## src/riscv_pkg.sv

```systemverilog
// RV64 pipeline shared definitions

package riscv_pkg;

   // Datapath and storage widths
   localparam int xlen        = 64;
   localparam int instr_w     = 32;
   localparam int reg_addr_w  = 5;
   localparam int imem_addr_w = 9;
   localparam int dmem_addr_w = 10;

   // funct3 and funct7 fields of the kept instructions
   localparam logic [2:0] f3_add_sub = 3'b000;
   localparam logic [2:0] f3_or      = 3'b110;
   localparam logic [2:0] f3_and     = 3'b111;
   localparam logic [2:0] f3_dword   = 3'b011;
   localparam logic [6:0] f7_base    = 7'b0000000;
   localparam logic [6:0] f7_sub     = 7'b0100000;

   typedef logic [xlen-1:0]       word_t;
   typedef logic [instr_w-1:0]    instr_t;
   typedef logic [reg_addr_w-1:0] reg_addr_t;

   // Major opcodes, standard RV encodings
   typedef enum logic [6:0] {
      op_reg   = 7'b0110011,
      op_imm   = 7'b0010011,
      op_load  = 7'b0000011,
      op_store = 7'b0100011
   } opcode_e;

   // Operations the execute stage knows
   typedef enum logic [1:0] {
      alu_add = 2'b00,
      alu_sub = 2'b01,
      alu_and = 2'b10,
      alu_or  = 2'b11
   } alu_op_e;

endpackage
```

## src/pipe_if.sv

```systemverilog
// Pipeline register bundles

`timescale 1ns/1ps

// Decode to execute
interface id_ex_if;
   riscv_pkg::alu_op_e   alu_op;
   logic                 alu_src;
   logic                 mem_read;
   logic                 mem_write;
   logic                 mem_2_reg;
   logic                 reg_write;
   riscv_pkg::reg_addr_t rs1;
   riscv_pkg::reg_addr_t rs2;
   riscv_pkg::reg_addr_t rd;
   riscv_pkg::word_t     rdata_1;
   riscv_pkg::word_t     rdata_2;
   riscv_pkg::word_t     imm;

   modport src (output alu_op, alu_src, mem_read, mem_write, mem_2_reg, reg_write,
                output rs1, rs2, rd, rdata_1, rdata_2, imm);
   modport dst (input alu_op, alu_src, mem_read, mem_write, mem_2_reg, reg_write,
                input rs1, rs2, rd, rdata_1, rdata_2, imm);
endinterface

// Execute to memory
interface ex_mem_if;
   riscv_pkg::word_t     alu_out;
   riscv_pkg::word_t     store_data;
   riscv_pkg::reg_addr_t rd;
   logic                 mem_read;
   logic                 mem_write;
   logic                 mem_2_reg;
   logic                 reg_write;

   modport src (output alu_out, store_data, rd, mem_read, mem_write, mem_2_reg, reg_write);
   modport dst (input alu_out, store_data, rd, mem_read, mem_write, mem_2_reg, reg_write);
endinterface

```

## src/execute_stage.sv

```systemverilog
// Execute stage with operand forwarding

`timescale 1ns/1ps

module execute_stage (
   input  logic                 clk,
   input  logic                 rst,
   input  logic                 enable,
   id_ex_if.dst                 id_ex,
   input  logic                 wb_reg_write,
   input  riscv_pkg::reg_addr_t wb_waddr,
   input  riscv_pkg::word_t     wb_wdata,
   ex_mem_if.src                ex_mem
);

   riscv_pkg::word_t operand_a;
   riscv_pkg::word_t fwd_b;
   riscv_pkg::word_t operand_b;
   riscv_pkg::word_t alu_res;

   // Newest producer wins, x0 is never forwarded
   function automatic riscv_pkg::word_t forward(input riscv_pkg::reg_addr_t src,
                                                input riscv_pkg::word_t     reg_val);
      riscv_pkg::word_t value;
      if (src != '0 && ex_mem.reg_write && ex_mem.rd == src) begin
         value = ex_mem.alu_out;
      end else if (src != '0 && wb_reg_write && wb_waddr == src) begin
         value = wb_wdata;
      end else begin
         value = reg_val;
      end
      return value;
   endfunction

   always_comb begin
      operand_a = forward(id_ex.rs1, id_ex.rdata_1);
      fwd_b     = forward(id_ex.rs2, id_ex.rdata_2);
   end

   // Immediate replaces B only after forwarding
   assign operand_b = id_ex.alu_src ? id_ex.imm : fwd_b;

   always_comb begin
      case (id_ex.alu_op)
         riscv_pkg::alu_sub: alu_res = operand_a - operand_b;
         riscv_pkg::alu_and: alu_res = operand_a & operand_b;
         riscv_pkg::alu_or:  alu_res = operand_a | operand_b;
         default:            alu_res = operand_a + operand_b;
      endcase
   end

   // EX/MEM register
   always_ff @(posedge clk) begin
      if (rst) begin
         ex_mem.rd        <= '0;
         ex_mem.mem_read  <= 1'b0;
         ex_mem.mem_write <= 1'b0;
         ex_mem.mem_2_reg <= 1'b0;
         ex_mem.reg_write <= 1'b0;
      end else if (enable) begin
         ex_mem.rd        <= id_ex.rd;
         ex_mem.mem_read  <= id_ex.mem_read;
         ex_mem.mem_write <= id_ex.mem_write;
         ex_mem.mem_2_reg <= id_ex.mem_2_reg;
         ex_mem.reg_write <= id_ex.reg_write;
      end
   end

   // Store data is the forwarded rs2
   always_ff @(posedge clk) begin
      if (enable) begin
         ex_mem.alu_out    <= alu_res;
         ex_mem.store_data <= fwd_b;
      end
   end

endmodule

```

## src/flat_wrapper.sv

```systemverilog
// flat-port wrapper written by rule: the top's interface ports become plain ports
module execute_stage_flat 
  (clk, rst, enable, wb_reg_write, wb_waddr, wb_wdata, id_ex_alu_op, id_ex_alu_src, id_ex_mem_read, id_ex_mem_write, id_ex_mem_2_reg, id_ex_reg_write, id_ex_rs1, id_ex_rs2, id_ex_rd, id_ex_rdata_1, id_ex_rdata_2, id_ex_imm, ex_mem_alu_out, ex_mem_store_data, ex_mem_rd, ex_mem_mem_read, ex_mem_mem_write, ex_mem_mem_2_reg, ex_mem_reg_write);
  id_ex_if id_ex_i ();
  ex_mem_if ex_mem_i ();
  input  logic clk;
  input  logic rst;
  input  logic enable;
  input  logic wb_reg_write;
  input  riscv_pkg::reg_addr_t wb_waddr;
  input  riscv_pkg::word_t wb_wdata;
  input wire logic [$bits(id_ex_i.alu_op)-1:0] id_ex_alu_op;
  input wire logic [$bits(id_ex_i.alu_src)-1:0] id_ex_alu_src;
  input wire logic [$bits(id_ex_i.mem_read)-1:0] id_ex_mem_read;
  input wire logic [$bits(id_ex_i.mem_write)-1:0] id_ex_mem_write;
  input wire logic [$bits(id_ex_i.mem_2_reg)-1:0] id_ex_mem_2_reg;
  input wire logic [$bits(id_ex_i.reg_write)-1:0] id_ex_reg_write;
  input wire logic [$bits(id_ex_i.rs1)-1:0] id_ex_rs1;
  input wire logic [$bits(id_ex_i.rs2)-1:0] id_ex_rs2;
  input wire logic [$bits(id_ex_i.rd)-1:0] id_ex_rd;
  input wire logic [$bits(id_ex_i.rdata_1)-1:0] id_ex_rdata_1;
  input wire logic [$bits(id_ex_i.rdata_2)-1:0] id_ex_rdata_2;
  input wire logic [$bits(id_ex_i.imm)-1:0] id_ex_imm;
  output wire logic [$bits(ex_mem_i.alu_out)-1:0] ex_mem_alu_out;
  output wire logic [$bits(ex_mem_i.store_data)-1:0] ex_mem_store_data;
  output wire logic [$bits(ex_mem_i.rd)-1:0] ex_mem_rd;
  output wire logic [$bits(ex_mem_i.mem_read)-1:0] ex_mem_mem_read;
  output wire logic [$bits(ex_mem_i.mem_write)-1:0] ex_mem_mem_write;
  output wire logic [$bits(ex_mem_i.mem_2_reg)-1:0] ex_mem_mem_2_reg;
  output wire logic [$bits(ex_mem_i.reg_write)-1:0] ex_mem_reg_write;
  assign id_ex_i.alu_op = id_ex_alu_op;
  assign id_ex_i.alu_src = id_ex_alu_src;
  assign id_ex_i.mem_read = id_ex_mem_read;
  assign id_ex_i.mem_write = id_ex_mem_write;
  assign id_ex_i.mem_2_reg = id_ex_mem_2_reg;
  assign id_ex_i.reg_write = id_ex_reg_write;
  assign id_ex_i.rs1 = id_ex_rs1;
  assign id_ex_i.rs2 = id_ex_rs2;
  assign id_ex_i.rd = id_ex_rd;
  assign id_ex_i.rdata_1 = id_ex_rdata_1;
  assign id_ex_i.rdata_2 = id_ex_rdata_2;
  assign id_ex_i.imm = id_ex_imm;
  assign ex_mem_alu_out = ex_mem_i.alu_out;
  assign ex_mem_store_data = ex_mem_i.store_data;
  assign ex_mem_rd = ex_mem_i.rd;
  assign ex_mem_mem_read = ex_mem_i.mem_read;
  assign ex_mem_mem_write = ex_mem_i.mem_write;
  assign ex_mem_mem_2_reg = ex_mem_i.mem_2_reg;
  assign ex_mem_reg_write = ex_mem_i.reg_write;
  execute_stage u_core (.clk(clk), .rst(rst), .enable(enable), .id_ex(id_ex_i), .wb_reg_write(wb_reg_write), .wb_waddr(wb_waddr), .wb_wdata(wb_wdata), .ex_mem(ex_mem_i));
endmodule
```

## config.mk

```make
export PLATFORM = sky130hd
export DESIGN_NAME = execute_stage_flat
export DESIGN_NICKNAME = d
export VERILOG_FILES = /design/src/riscv_pkg.sv /design/src/pipe_if.sv /design/src/execute_stage.sv /design/src/flat_wrapper.sv
export SDC_FILE = /design/constraint.sdc
export NUM_CORES = 1
export LEC_CHECK = 0
export ABC_CLOCK_PERIOD_IN_PS = 9100
export BUFFER_PORTS_ARGS = -buffer_cell sky130_fd_sc_hd__buf_2
export CAP_MARGIN = 20
export CORE_MARGIN = 4
export CORE_UTILIZATION = 59
export DETAILED_ROUTE_END_ITERATION = 6
export PLACE_DENSITY = 0.9
export SYNTH_ARGS = -nofsm -noshare
export SYNTH_HDL_FRONTEND = slang
export SYNTH_SLANG_ARGS = --single-unit
```

## constraint.sdc

```tcl
create_clock -name clk -period 9.1 [get_ports clk]
set_input_delay 0 -clock clk [delete_from_list [all_inputs] [get_ports clk]]
set_output_delay 0 -clock clk [all_outputs]
set_load 0.05 [all_outputs]
```

==> metrics.csv <==
metric,value,unit
status,"finished, violations left",
violations,design-rule violations,
path_buf_inv,1,
first_iter_violations,2604,
drv_slew,0,
timing.rr.start,u_core.ex_mem.rd[2],
skew,16.5,ps
cts_buffer_depth,2,
setup_viol,0,
drc,1,
powerDensity,156,nW/um^2
dp.final_hpwl,48400,um
ys_seq_elements,137,
antenna_found_initial,5,
most-common-layout-cells,"buf_2 (422), nand2_1 (248), o21ai_0 (158)",
grt_usage,43.7,%
wire_per_inst,25.2,um
synth_fp_nets,2274,
mostFrequentLayoutCell,buf_2,
top_regs,"u_core.ex_mem.alu_out (64), u_core.ex_mem.store_data (64), u_core.ex_mem.rd (5)",
cts_tree,yes,
coreArea,26000,um^2
root_buffer,clkbuf_16,
arrival,8540,ps
timing.fmax,0.120,GHz
path_max_fanout,18,
async_flop_share,0,%
fin_crit,8350,ps
drive_gt1_share,24.0,%
yosysUniqueCellTypes,96,
cts_sinks,137,
stdcell_count,2663,
cts_buffers,17,
viasPerCell,6.87,
worst-r2r-setup-slack,750,ps
area_growth,21.2,%
clkTransAtPathRegs,70,ps
pwr-share-seq,28.5,%
cts.repair.resized,0,
netlist_area,15500,um^2
max_slew_margin,26.5,%
finalHoldViolations,0,
clock_power_share,24.5,%
power.internal,1.63,mW
place.gp.congestion,1.01,
crit_required,9290,ps
min_path_cells,3,
hp-class,in -> reg,
grt_overflow,0,
grt_pass1_vias,17600,
vias,18300,
htree_levels,4,
dieArea,29000,um^2
start_util,59.8,%
worstHoldStart,id_ex_rdata_2[40],
fin_worst_hold_slack,9.07,ps
crit_type,reg -> reg,
yosysWarnings,0,
synth_edf_count,128,
worstMarginPinSlew,1100,ps
io_buffers,423,
avgSynthCellArea,8.10,um^2
cpMaxStageDelayCell,or4_1,
r2r_end,u_core.ex_mem.alu_out[63],
ant_nets,0,
cpMostUsedCell,or3_1,
path_delay_family,simple AND/OR/NAND/NOR gates,
die_w,170,um
power.switching,1.31,mW
p_leak,7.79,nW
whs_endpoint,u_core.ex_mem.store_data[40],
wl,67100,um
fin_setup_tns,0,ps
ys_seq_area_share,25.9,%
row_count,59,
cap_violations,0,
clock_latency,450,ps
rsz0062_at_grt,no,
dr.pass1.iters,7,
place_inst,2573,
io_pins,424,
power_frac_comb,47.0,%
crit_path_end_kind,flop,
cpPeakStageDelay,820,ps
setup.worst_path.start,u_core.ex_mem.rd[2],
synth_cells,1920,
swShare,44.5,%
grt_start_max_net_pins,93,
synth-main-ff-cell,edfxtp_1,
die_h,170,um
nets,2663,
timing.final.crit_share,91.8,%
critPathLaunchType,flop,
reg2reg_depth,23,
grt_pass1_wl,98900,um
crit_chain,xnor2_1 > nand3_1 > or4_1 > o311ai_0 > and2_1 > ha_1 > inv_1 > or3_1 > or3_1 > o31ai_1 > xor2_1 > ha_1 > a21oi_1 > o211ai_1 > a31o_2 > or3_1 > o21ai_0 > o211ai_1 > o311ai_0 > nand3b_1 > o32ai_1 > a31oi_1 > o311a_1,
ir_drop,97.1,uV
## power groups by stage
stage	clock, mW	combinational [mW]	sequential (mW)
after floorplan	0	0.725	1.05
final	0.721	1.38	0.840
after CTS	0.713	1.34	0.835
after global routing	0.737	1.47	0.844
after detailed placement	0	1.31	0.848
after global placement	0	1.30	0.847
## kinds of logic (layout without fill, tap and decap cells)
kind of cell / count (synthesis) / count (layout) / share of synthesized area, %
and+or+nand+nor: 643 / 643 / 20.3
buffers and inverters: 193 / 595 / 5.54
AOI/OAI and AO/OA: 580 / 580 / 24.5
muxes: 112 / 112 / 7.32
other: 0 / 6 / 0
DFF: 137 / 137 / 25.9
xor gates and xnor gates: 131 / 131 / 7.38
adders and majority gates: 124 / 124 / 9.11
## worst reg2reg max path, delay by kind of cell, from the launching register on
kind	cells	cell delay [ps]
AO/OA/AOI/OAI	11	3350
XOR/XNOR	2	410
adder cells (fa/ha/maj)	2	580
buffers and inverters	1	70
AND/OR/NAND/NOR	7	3350
flip-flops	1	350
## per-stage QoR
stage	power, mW	worst slack (ps)	cell area, um^2	util (%)
final	2.94	750	18800	72.5
after global routing	3.05	269	18800	72.5
after CTS	2.89	977	18800	72.5
after detailed placement	2.16	1040	17700	68.3
after global placement	2.15	1200	17700	68.3
after floorplan	1.77	2450	15500	-
## routing by layer
metal	part of all wire [%]	global-route usage, %	up-vias
met4	6.6	26.3	2
met2	45	68.6	1549
li1	-	-	7980
met3	13	11.0	350
met1	36	54.1	8419
met5	0.019	0	-
## area by class of cell
cell class	count	area, um^2
Clock inverter	11	81.3
Inverter	53	199
Tap cell	335	419
Timing Repair Buffer	510	2910
Antenna cell	6	15.0
Clock buffer	21	483
Fill cell	2049	7140
Sequential cell	137	4020
Multi-Input combinational cell	1590	10700
## synth_stat cells (5+ instances only)
master,n,area share (%)
a41oi_1,10,0.56
o211ai_1,7,0.34
a21oi_1,114,3.7
a221oi_1,5,0.28
nand4_1,47,1.9
a21boi_0,6,0.29
o21a_1,14,0.68
a211oi_1,13,0.63
buf_1,13,0.31
or4_1,8,0.39
a211o_1,5,0.28
nor2b_1,8,0.32
nand2_1,248,6.0
nor3_1,33,1.1
or3_1,14,0.56
edfxtp_1,128,25
a21o_1,42,2.0
inv_1,52,1.3
nor4_1,32,1.3
o21ai_0,158,5.1
a31oi_1,65,2.6
nand2b_1,10,0.40
mux2i_1,98,6.3
mux2_2,14,1.0
buf_2,29,0.93
o31ai_1,49,2.4
and3_1,15,0.60
o311ai_0,5,0.28
nor2_1,147,3.5
maj3_1,57,3.7
and4_1,16,0.90
o31ai_2,7,0.56
buf_6,12,0.87
and2_1,13,0.52
a311oi_1,7,0.39
o21bai_1,5,0.24
ha_1,66,5.3
or2_2,5,0.20
xnor2_1,90,5.1
clkbuf_1,83,2.0
xor2_1,41,2.3
o31a_1,22,1.2
nand3_1,18,0.58
dfxtp_1,9,1.2
## how the worst max path moves through the flow
| stage | cells past startpoint | slack, ps | end |
|---|---|---|---|
| final | 23 | 750 | u_core.ex_mem.alu_out[63] |
| after global routing | 25 | 270 | u_core.ex_mem.alu_out[58] |
| after CTS | 25 | 980 | u_core.ex_mem.alu_out[63] |
| after detailed placement | 25 | 1040 | u_core.ex_mem.alu_out[63] |
| after global placement | 23 | 1200 | u_core.ex_mem.alu_out[58] |
| after floorplan | 25 | 2450 | u_core.ex_mem.alu_out[58] |
## repair_timing
item	4_1_cts	5_1_grt
hold endpoints to repair	30	0
hold buffers	52	0
setup buffers	0	0
(Power assumes the default switching activity.)
