--- config.mk ---
export PLATFORM = sky130hd
export DESIGN_NAME = decode_stage_flat
export DESIGN_NICKNAME = d
export VERILOG_FILES = /design/src/riscv_pkg.sv /design/src/pipe_if.sv /design/src/decode_stage.sv /design/src/flat_wrapper.sv
export SDC_FILE = /design/constraint.sdc
export NUM_CORES = 2
export LEC_CHECK = 0
export BUFFER_PORTS_ARGS = -buffer_cell sky130_fd_sc_hd__buf_4
export CAP_MARGIN = 20
export CORE_MARGIN = 5
export CORE_UTILIZATION = 50
export CTS_CLUSTER_SIZE = 24
export DETAILED_ROUTE_END_ITERATION = 8
export HOLD_SLACK_MARGIN = 0.06
export PLACE_DENSITY_LB_ADDON = 0.12
export SETUP_SLACK_MARGIN = 0.15
export SLEW_MARGIN = 20
export SYNTH_ARGS = -nofsm -noshare
export SYNTH_HDL_FRONTEND = slang
export SYNTH_SLANG_ARGS = --single-unit
--- constraint.sdc ---
create_clock -name clk -period 3.4 [get_ports clk]
set_input_delay 0.17 -clock clk [delete_from_list [all_inputs] [get_ports clk]]
set_output_delay 0.17 -clock clk [all_outputs]
set_load 0.01 [all_outputs]
--- src/riscv_pkg.sv ---
// RV64 pipeline shared definitions

package riscv_pkg;

   // Datapath and storage widths
   localparam int xlen        = 64;
   localparam int instr_w     = 32;
   localparam int reg_addr_w  = 5;
   localparam int imem_addr_w = 9;
   localparam int dmem_addr_w = 10;

   // funct3 and funct7 fields of the kept instructions
   localparam logic [2:0] f3_add_sub = 3'b000;
   localparam logic [2:0] f3_or      = 3'b110;
   localparam logic [2:0] f3_and     = 3'b111;
   localparam logic [2:0] f3_dword   = 3'b011;
   localparam logic [6:0] f7_base    = 7'b0000000;
   localparam logic [6:0] f7_sub     = 7'b0100000;

   typedef logic [xlen-1:0]       word_t;
   typedef logic [instr_w-1:0]    instr_t;
   typedef logic [reg_addr_w-1:0] reg_addr_t;

   // Major opcodes, standard RV encodings
   typedef enum logic [6:0] {
      op_reg   = 7'b0110011,
      op_imm   = 7'b0010011,
      op_load  = 7'b0000011,
      op_store = 7'b0100011
   } opcode_e;

   // Operations the execute stage knows
   typedef enum logic [1:0] {
      alu_add = 2'b00,
      alu_sub = 2'b01,
      alu_and = 2'b10,
      alu_or  = 2'b11
   } alu_op_e;

endpackage
--- src/pipe_if.sv ---
// Pipeline register bundles

`timescale 1ns/1ps

// Decode to execute
interface id_ex_if;
   riscv_pkg::alu_op_e   alu_op;
   logic                 alu_src;
   logic                 mem_read;
   logic                 mem_write;
   logic                 mem_2_reg;
   logic                 reg_write;
   riscv_pkg::reg_addr_t rs1;
   riscv_pkg::reg_addr_t rs2;
   riscv_pkg::reg_addr_t rd;
   riscv_pkg::word_t     rdata_1;
   riscv_pkg::word_t     rdata_2;
   riscv_pkg::word_t     imm;

   modport src (output alu_op, alu_src, mem_read, mem_write, mem_2_reg, reg_write,
                output rs1, rs2, rd, rdata_1, rdata_2, imm);
   modport dst (input alu_op, alu_src, mem_read, mem_write, mem_2_reg, reg_write,
                input rs1, rs2, rd, rdata_1, rdata_2, imm);
endinterface


--- src/decode_stage.sv ---
// Instruction decode stage

`timescale 1ns/1ps

module decode_stage (
   input  logic                 clk,
   input  logic                 rst,
   input  logic                 enable,
   input  riscv_pkg::instr_t    instr,
   input  logic                 wb_reg_write,
   input  riscv_pkg::reg_addr_t wb_waddr,
   input  riscv_pkg::word_t     wb_wdata,
   output logic                 stall,
   id_ex_if.src                 id_ex
);

   riscv_pkg::word_t     rf [0:2**riscv_pkg::reg_addr_w-1];
   riscv_pkg::reg_addr_t rs1;
   riscv_pkg::reg_addr_t rs2;
   riscv_pkg::reg_addr_t rd;
   logic [2:0]           funct3;
   logic [6:0]           funct7;
   riscv_pkg::word_t     rdata_1;
   riscv_pkg::word_t     rdata_2;
   riscv_pkg::word_t     imm;
   riscv_pkg::alu_op_e   alu_op;
   logic                 alu_src;
   logic                 mem_read;
   logic                 mem_write;
   logic                 mem_2_reg;
   logic                 reg_write;
   logic                 uses_rs2;

   assign rs1    = instr[19:15];
   assign rs2    = instr[24:20];
   assign rd     = instr[11:7];
   assign funct3 = instr[14:12];
   assign funct7 = instr[31:25];

   // Register file, x0 stays zero
   always_ff @(posedge clk) begin
      if (rst) begin
         for (int i = 0; i < 2**riscv_pkg::reg_addr_w; i++) begin
            rf[i] <= '0;
         end
      end else if (enable && wb_reg_write && wb_waddr != '0) begin
         rf[wb_waddr] <= wb_wdata;
      end
   end

   // Write-first read so writeback is visible in the same cycle
   assign rdata_1 = (wb_reg_write && wb_waddr == rs1 && rs1 != '0) ? wb_wdata : rf[rs1];
   assign rdata_2 = (wb_reg_write && wb_waddr == rs2 && rs2 != '0) ? wb_wdata : rf[rs2];

   // Stores split the immediate around rd
   assign imm = (instr[6:0] == riscv_pkg::op_store) ?
                {{(riscv_pkg::xlen-12){instr[31]}}, instr[31:25], instr[11:7]} :
                {{(riscv_pkg::xlen-12){instr[31]}}, instr[31:20]};

   // Control decode, anything unknown stays a bubble
   always_comb begin
      alu_op    = riscv_pkg::alu_add;
      alu_src   = 1'b0;
      mem_read  = 1'b0;
      mem_write = 1'b0;
      mem_2_reg = 1'b0;
      reg_write = 1'b0;
      uses_rs2  = 1'b0;
      case (instr[6:0])
         riscv_pkg::op_reg: begin
            uses_rs2 = 1'b1;
            if (funct3 == riscv_pkg::f3_add_sub && funct7 == riscv_pkg::f7_base) begin
               reg_write = 1'b1;
            end else if (funct3 == riscv_pkg::f3_add_sub && funct7 == riscv_pkg::f7_sub) begin
               alu_op    = riscv_pkg::alu_sub;
               reg_write = 1'b1;
            end else if (funct3 == riscv_pkg::f3_and && funct7 == riscv_pkg::f7_base) begin
               alu_op    = riscv_pkg::alu_and;
               reg_write = 1'b1;
            end else if (funct3 == riscv_pkg::f3_or && funct7 == riscv_pkg::f7_base) begin
               alu_op    = riscv_pkg::alu_or;
               reg_write = 1'b1;
            end
         end
         riscv_pkg::op_imm: begin
            if (funct3 == riscv_pkg::f3_add_sub) begin
               alu_src   = 1'b1;
               reg_write = 1'b1;
            end
         end
         riscv_pkg::op_load: begin
            if (funct3 == riscv_pkg::f3_dword) begin
               alu_src   = 1'b1;
               mem_read  = 1'b1;
               mem_2_reg = 1'b1;
               reg_write = 1'b1;
            end
         end
         riscv_pkg::op_store: begin
            uses_rs2 = 1'b1;
            if (funct3 == riscv_pkg::f3_dword) begin
               alu_src   = 1'b1;
               mem_write = 1'b1;
            end
         end
         default: ;
      endcase
   end

   // Load in execute feeding this instruction
   assign stall = id_ex.mem_read && id_ex.rd != '0 &&
                  (id_ex.rd == rs1 || (uses_rs2 && id_ex.rd == rs2));

   // ID/EX register
   always_ff @(posedge clk) begin
      if (rst) begin
         id_ex.alu_op    <= riscv_pkg::alu_add;
         id_ex.alu_src   <= 1'b0;
         id_ex.mem_read  <= 1'b0;
         id_ex.mem_write <= 1'b0;
         id_ex.mem_2_reg <= 1'b0;
         id_ex.reg_write <= 1'b0;
         id_ex.rs1       <= '0;
         id_ex.rs2       <= '0;
         id_ex.rd        <= '0;
      end else if (enable) begin
         id_ex.alu_op    <= alu_op;
         id_ex.alu_src   <= alu_src;
         id_ex.mem_read  <= mem_read && !stall;
         id_ex.mem_write <= mem_write && !stall;
         id_ex.mem_2_reg <= mem_2_reg && !stall;
         id_ex.reg_write <= reg_write && !stall;
         id_ex.rs1       <= rs1;
         id_ex.rs2       <= rs2;
         id_ex.rd        <= rd;
      end
   end

   always_ff @(posedge clk) begin
      if (enable) begin
         id_ex.rdata_1 <= rdata_1;
         id_ex.rdata_2 <= rdata_2;
         id_ex.imm     <= imm;
      end
   end

endmodule

--- src/flat_wrapper.sv ---
// flat-port wrapper written by rule: the top's interface ports become plain ports
module decode_stage_flat 
  (clk, rst, enable, instr, wb_reg_write, wb_waddr, wb_wdata, stall, id_ex_alu_op, id_ex_alu_src, id_ex_mem_read, id_ex_mem_write, id_ex_mem_2_reg, id_ex_reg_write, id_ex_rs1, id_ex_rs2, id_ex_rd, id_ex_rdata_1, id_ex_rdata_2, id_ex_imm);
  id_ex_if id_ex_i ();
  input  logic clk;
  input  logic rst;
  input  logic enable;
  input  riscv_pkg::instr_t instr;
  input  logic wb_reg_write;
  input  riscv_pkg::reg_addr_t wb_waddr;
  input  riscv_pkg::word_t wb_wdata;
  output logic stall;
  output wire logic [$bits(id_ex_i.alu_op)-1:0] id_ex_alu_op;
  output wire logic [$bits(id_ex_i.alu_src)-1:0] id_ex_alu_src;
  output wire logic [$bits(id_ex_i.mem_read)-1:0] id_ex_mem_read;
  output wire logic [$bits(id_ex_i.mem_write)-1:0] id_ex_mem_write;
  output wire logic [$bits(id_ex_i.mem_2_reg)-1:0] id_ex_mem_2_reg;
  output wire logic [$bits(id_ex_i.reg_write)-1:0] id_ex_reg_write;
  output wire logic [$bits(id_ex_i.rs1)-1:0] id_ex_rs1;
  output wire logic [$bits(id_ex_i.rs2)-1:0] id_ex_rs2;
  output wire logic [$bits(id_ex_i.rd)-1:0] id_ex_rd;
  output wire logic [$bits(id_ex_i.rdata_1)-1:0] id_ex_rdata_1;
  output wire logic [$bits(id_ex_i.rdata_2)-1:0] id_ex_rdata_2;
  output wire logic [$bits(id_ex_i.imm)-1:0] id_ex_imm;
  assign id_ex_alu_op = id_ex_i.alu_op;
  assign id_ex_alu_src = id_ex_i.alu_src;
  assign id_ex_mem_read = id_ex_i.mem_read;
  assign id_ex_mem_write = id_ex_i.mem_write;
  assign id_ex_mem_2_reg = id_ex_i.mem_2_reg;
  assign id_ex_reg_write = id_ex_i.reg_write;
  assign id_ex_rs1 = id_ex_i.rs1;
  assign id_ex_rs2 = id_ex_i.rs2;
  assign id_ex_rd = id_ex_i.rd;
  assign id_ex_rdata_1 = id_ex_i.rdata_1;
  assign id_ex_rdata_2 = id_ex_i.rdata_2;
  assign id_ex_imm = id_ex_i.imm;
  decode_stage u_core (.clk(clk), .rst(rst), .enable(enable), .instr(instr), .wb_reg_write(wb_reg_write), .wb_waddr(wb_waddr), .wb_wdata(wb_wdata), .stall(stall), .id_ex(id_ex_i));
endmodule
==> reports/metrics.csv <==
stage,metric,value,unit
status,status,"finished, final reports clean",
setup_path,FF-to-FF Start,u_core.id_ex.rd[4],
sta,worst-margin pin slew,1.15,ns
floorplan,Die ar.,242000,µm²
global_route,initial antenna violation count,51,
logic_synthesis,Synth area leader,edfxtp_1,
sta,min Tclk post-route,3.09,ns
detailed_routing,DRT iter0 DRCs,12400,
setup_path,"delay-heaviest family, CP",buffers and inverters,
floorplan,Core Box Area,232000,µm²
sta,Peak Freq,0.324,GHz
clock_network,clock tree buffer depth,3,
finish,Fill cells,17900,
floorplan,io pins,320,
detailed_routing,via count,76700,
global_route,grt met1 use,47.9,%
detailed_routing,final antenna-violating net count,0,
sta,Rel. slew slack,23.2,%
detailed_routing,DRC,0,
sta,Final Max Slew Viols,0,
detailed_routing,WL per Instance,38.7,µm
sta,RSZ-0062 raised after global routing,false,
detailed_routing,drt total wl,436,mm
min_path,hold path cells,5,
finish,"Core Util, Final",56.9,%
sta,crit share post-route,90.9,%
clock_network,Inserted Clock Buffers,233,
setup_path,CP Depth,9,
setup_path,Critical Setup Path Class,input pin to primary output,
logic_synthesis,Syn Std Cell Area,116000,µm²
clock_network,clock tree from TritonCTS,built,
setup_path,crit path max fanout,6,
clock_network,CTS root buffer,clkbuf_16,
clock_network,number of gates resized after cts,0,
setup_path,CP startpoint kind,input pin,
run,Max Cap Violations,0,
setup_path,FF-to-FF End,u_core.id_ex.reg_write,
logic_synthesis,Post-synth top flop,edfxtp_1,
logic_synthesis,top cell type's share of synthesized area,56.5,%
sta,total negative slack,0,ns
sta,Final setup viols,0,
global_route,grt ovf,0,
detailed_routing,Vias/cell,6.81,
logic_synthesis,ys async rst share,0,%
setup_path,"Data required, critical path",3.23,ns
placed_design,gpl congestion,0.884,
logic_synthesis,Synth warnings,0,
setup_path,critical path's largest stage delay,0.58,ns
global_route,number of global-route vias before repair,75700,
pwr,leakage power,46.9,nW
global_route,gr usage total,35.5,%
placed_design,Port Buffers,319,
finish,Area Overhead vs Synth,13.6,%
logic_synthesis,"top cells by area, synth","edfxtp_1, mux4_2, and2_1, mux2i_1, clkbuf_1",
setup_path,critical-path cell list,dlygate4sd3_1 > buf_4 > nand4_1 > dlygate4sd3_1 > buf_4 > or4_1 > a21oi_2 > buf_4 > buf_4,
pwr,PD cells,498,nW/µm²
clock_network,postcts setup bufs,0,
floorplan,chip height,492,µm
global_route,GRT busiest layer,met2,
global_route,M3 GR Usage,7.54,%
floorplan,Starting Density,50.1,%
floorplan,row count,177,
clock_network,clk_lat worst skew,0.88,ns
logic_synthesis,Cells after Synth,7805,
detailed_routing,drt pass-1 iters,6,
logic_synthesis,Seq cells post-synth,2209,
clock_network,clk slew on worst S/H paths,0.06,ns
clock_network,hold buffers post-CTS,115,
sta,final hold violations,0,
finish,share of cells above drive strength 1,25.1,%
logic_synthesis,"Seq/Total Area, Yosys",56.9,%
logic_synthesis,"Avg Cell Area, Syn",14.9,µm²
logic_synthesis,"EDFF count, synth",2188,
min_path,min-delay worst type,input pin to flop,
pwr,"IR drop worst, VDD",0.000559,V
setup_path,Worst Path Buf+Inv,6,
placed_design,DP Wirelength,246,mm
clock_network,CTS Sinks,2209,
setup_path,CP most frequent cell,buf_4,
setup_path,worst r2r path cells,6,
global_route,largest net degree at the start of global routing,90,
logic_synthesis,Unique masters post-synth,63,
setup_path,"Slowest-stage cell, CP",dlygate4sd3_1,
floorplan,Die X,492,µm
setup_path,reg2reg setup slack,0.98,ns
setup_path,crit path DAT,2.92,ns
global_route,grt met2 use,54.3,%
finish,nets@finish,8108,
setup_path,worst setup path endpoint,stall,
clock_network,Max H-tree Level,4,
sta,final setup skew,0.0364,ns
global_route,first-pass GRT wire length,605,mm
setup_path,Worst setup EP type,primary output,
setup_path,Critical Path Source,instr[5],
-- power by group --
part	switching [mW]	internal, mW	total (mW)
sequential	0.985	31.5	32.5
clock	11.0	14.1	25.1
combinational	4.72	3.51	8.23
total	16.7	49.1	65.8
-- per-layer routing --
metal / vias up / wire length (µm)
met5: - / 69
met4: 10 / 27700
met3: 1277 / 51900
met2: 5833 / 197000
met1: 39500 / 159000
li1: 30100 / -
-- cells in the mapped netlist (17+ instances only) --
cell type  count
a41oi_1       22
o21ai_0       68
mux4_2       845
a22o_1        38
dfxtp_1       21
buf_2        218
clkbuf_1     497
a211oi_1      89
edfxtp_1    2188
buf_1         26
o22ai_1       87
o21ai_1       18
mux2_2       105
o221ai_1      45
a22oi_1      164
a21oi_1       82
buf_6         17
or2_1         17
or2_2         17
nand2_1       78
mux2i_1      642
nand3_1       44
nor2b_1       18
and2_1      1990
nor2_1       222
buf_4        129
-- registers in the layout, indices dropped and copies added (netlist names), 2 cells and up --
signal	flops
u_core.id_ex.alu_op	2
u_core.id_ex.imm	12
u_core.id_ex.rd	5
u_core.id_ex.rdata_1	64
u_core.id_ex.rdata_2	64
u_core.id_ex.rs1	5
u_core.id_ex.rs2	5
u_core.rf	2048
-- area by class of cell --
cell class / instances / area (µm²) / area share (%)
sequential: 2209 / 66100 / 50.1
multi-input combinational: 4762 / 46500 / 35.2
timing repair buffer: 790 / 8190 / 6.20
clock buffer: 305 / 6370 / 4.82
tap: 3043 / 3810 / 2.88
clock inverter: 121 / 952 / 0.721
antenna: 36 / 90.1 / 0.0682
inverter: 7 / 26.3 / 0.0199
-- tightest hold or removal path: stages --
cell and delay (ns):
buf_4 0.20, o41ai_4 0.13, buf_4 0.18, o22ai_1 0.12
nor2_1 0.05
-- metrics by stage --
stage	power (mW)	hold slack (ns)	cell area, µm²	worst slack, ns	cells
floorplan	37.4	0.269	117000	0.261	7868
detailed placement	41.0	0.361	123000	0.270	10700
finish	65.8	0.134	132000	0.310	11300
global placement	40.9	0.362	123000	0.275	10700
global route	67.5	0.126	132000	0.319	11200
CTS	65.8	0.0717	132000	0.365	11200
-- how the worst min path moves through the flow --
stage	from	endpoint	slack [ns]
4_1_cts	wb_waddr[4]	u_core.id_ex.rdata_2[54]	0.07
3_5_place_dp	instr[29]	u_core.id_ex.imm[9]	0.36
6_report	wb_waddr[4]	u_core.id_ex.rdata_2[54]	0.13
5_1_grt	instr[11]	u_core.id_ex.imm[4]	0.13
3_3_place_gp	instr[28]	u_core.id_ex.imm[8]	0.36
2_1_floorplan	instr[30]	u_core.id_ex.imm[10]	0.27
-- cells by family (layout without fill, tap and decap cells) --
logic type	Yosys count	in the layout	share of synthesized area (%)
flops	2209	2209	56.9
mux	1592	1592	22.9
buf+inv	897	1223	3.66
other cells	1	100	0.00322
xor+xnor	18	18	0.161
simple gates	2436	2436	12.5
compound gates	652	652	3.95
-- layout by cell type (no fill, tap or decap), types with 31 or more instances in the layout --
cell type	netlist	routed
edfxtp_1	2188	2188
conb_1	1	64
clkinv_2	0	51
buf_12	0	152
and2_1	1990	1989
buf_4	129	513
o221ai_1	45	45
nand2_1	78	78
a21oi_1	82	81
a22o_1	38	38
a211oi_1	89	88
diode_2	0	36
mux2i_1	642	642
mux4_2	845	845
dlygate4sd3_1	0	115
o21ai_0	68	68
clkinv_1	0	43
nand3_1	44	44
or2_4	0	31
clkbuf_1	497	51
mux2_2	105	105
o22ai_1	87	87
a22oi_1	164	164
nor2_1	222	194
clkbuf_16	0	238
(Power assumes the default switching activity.)
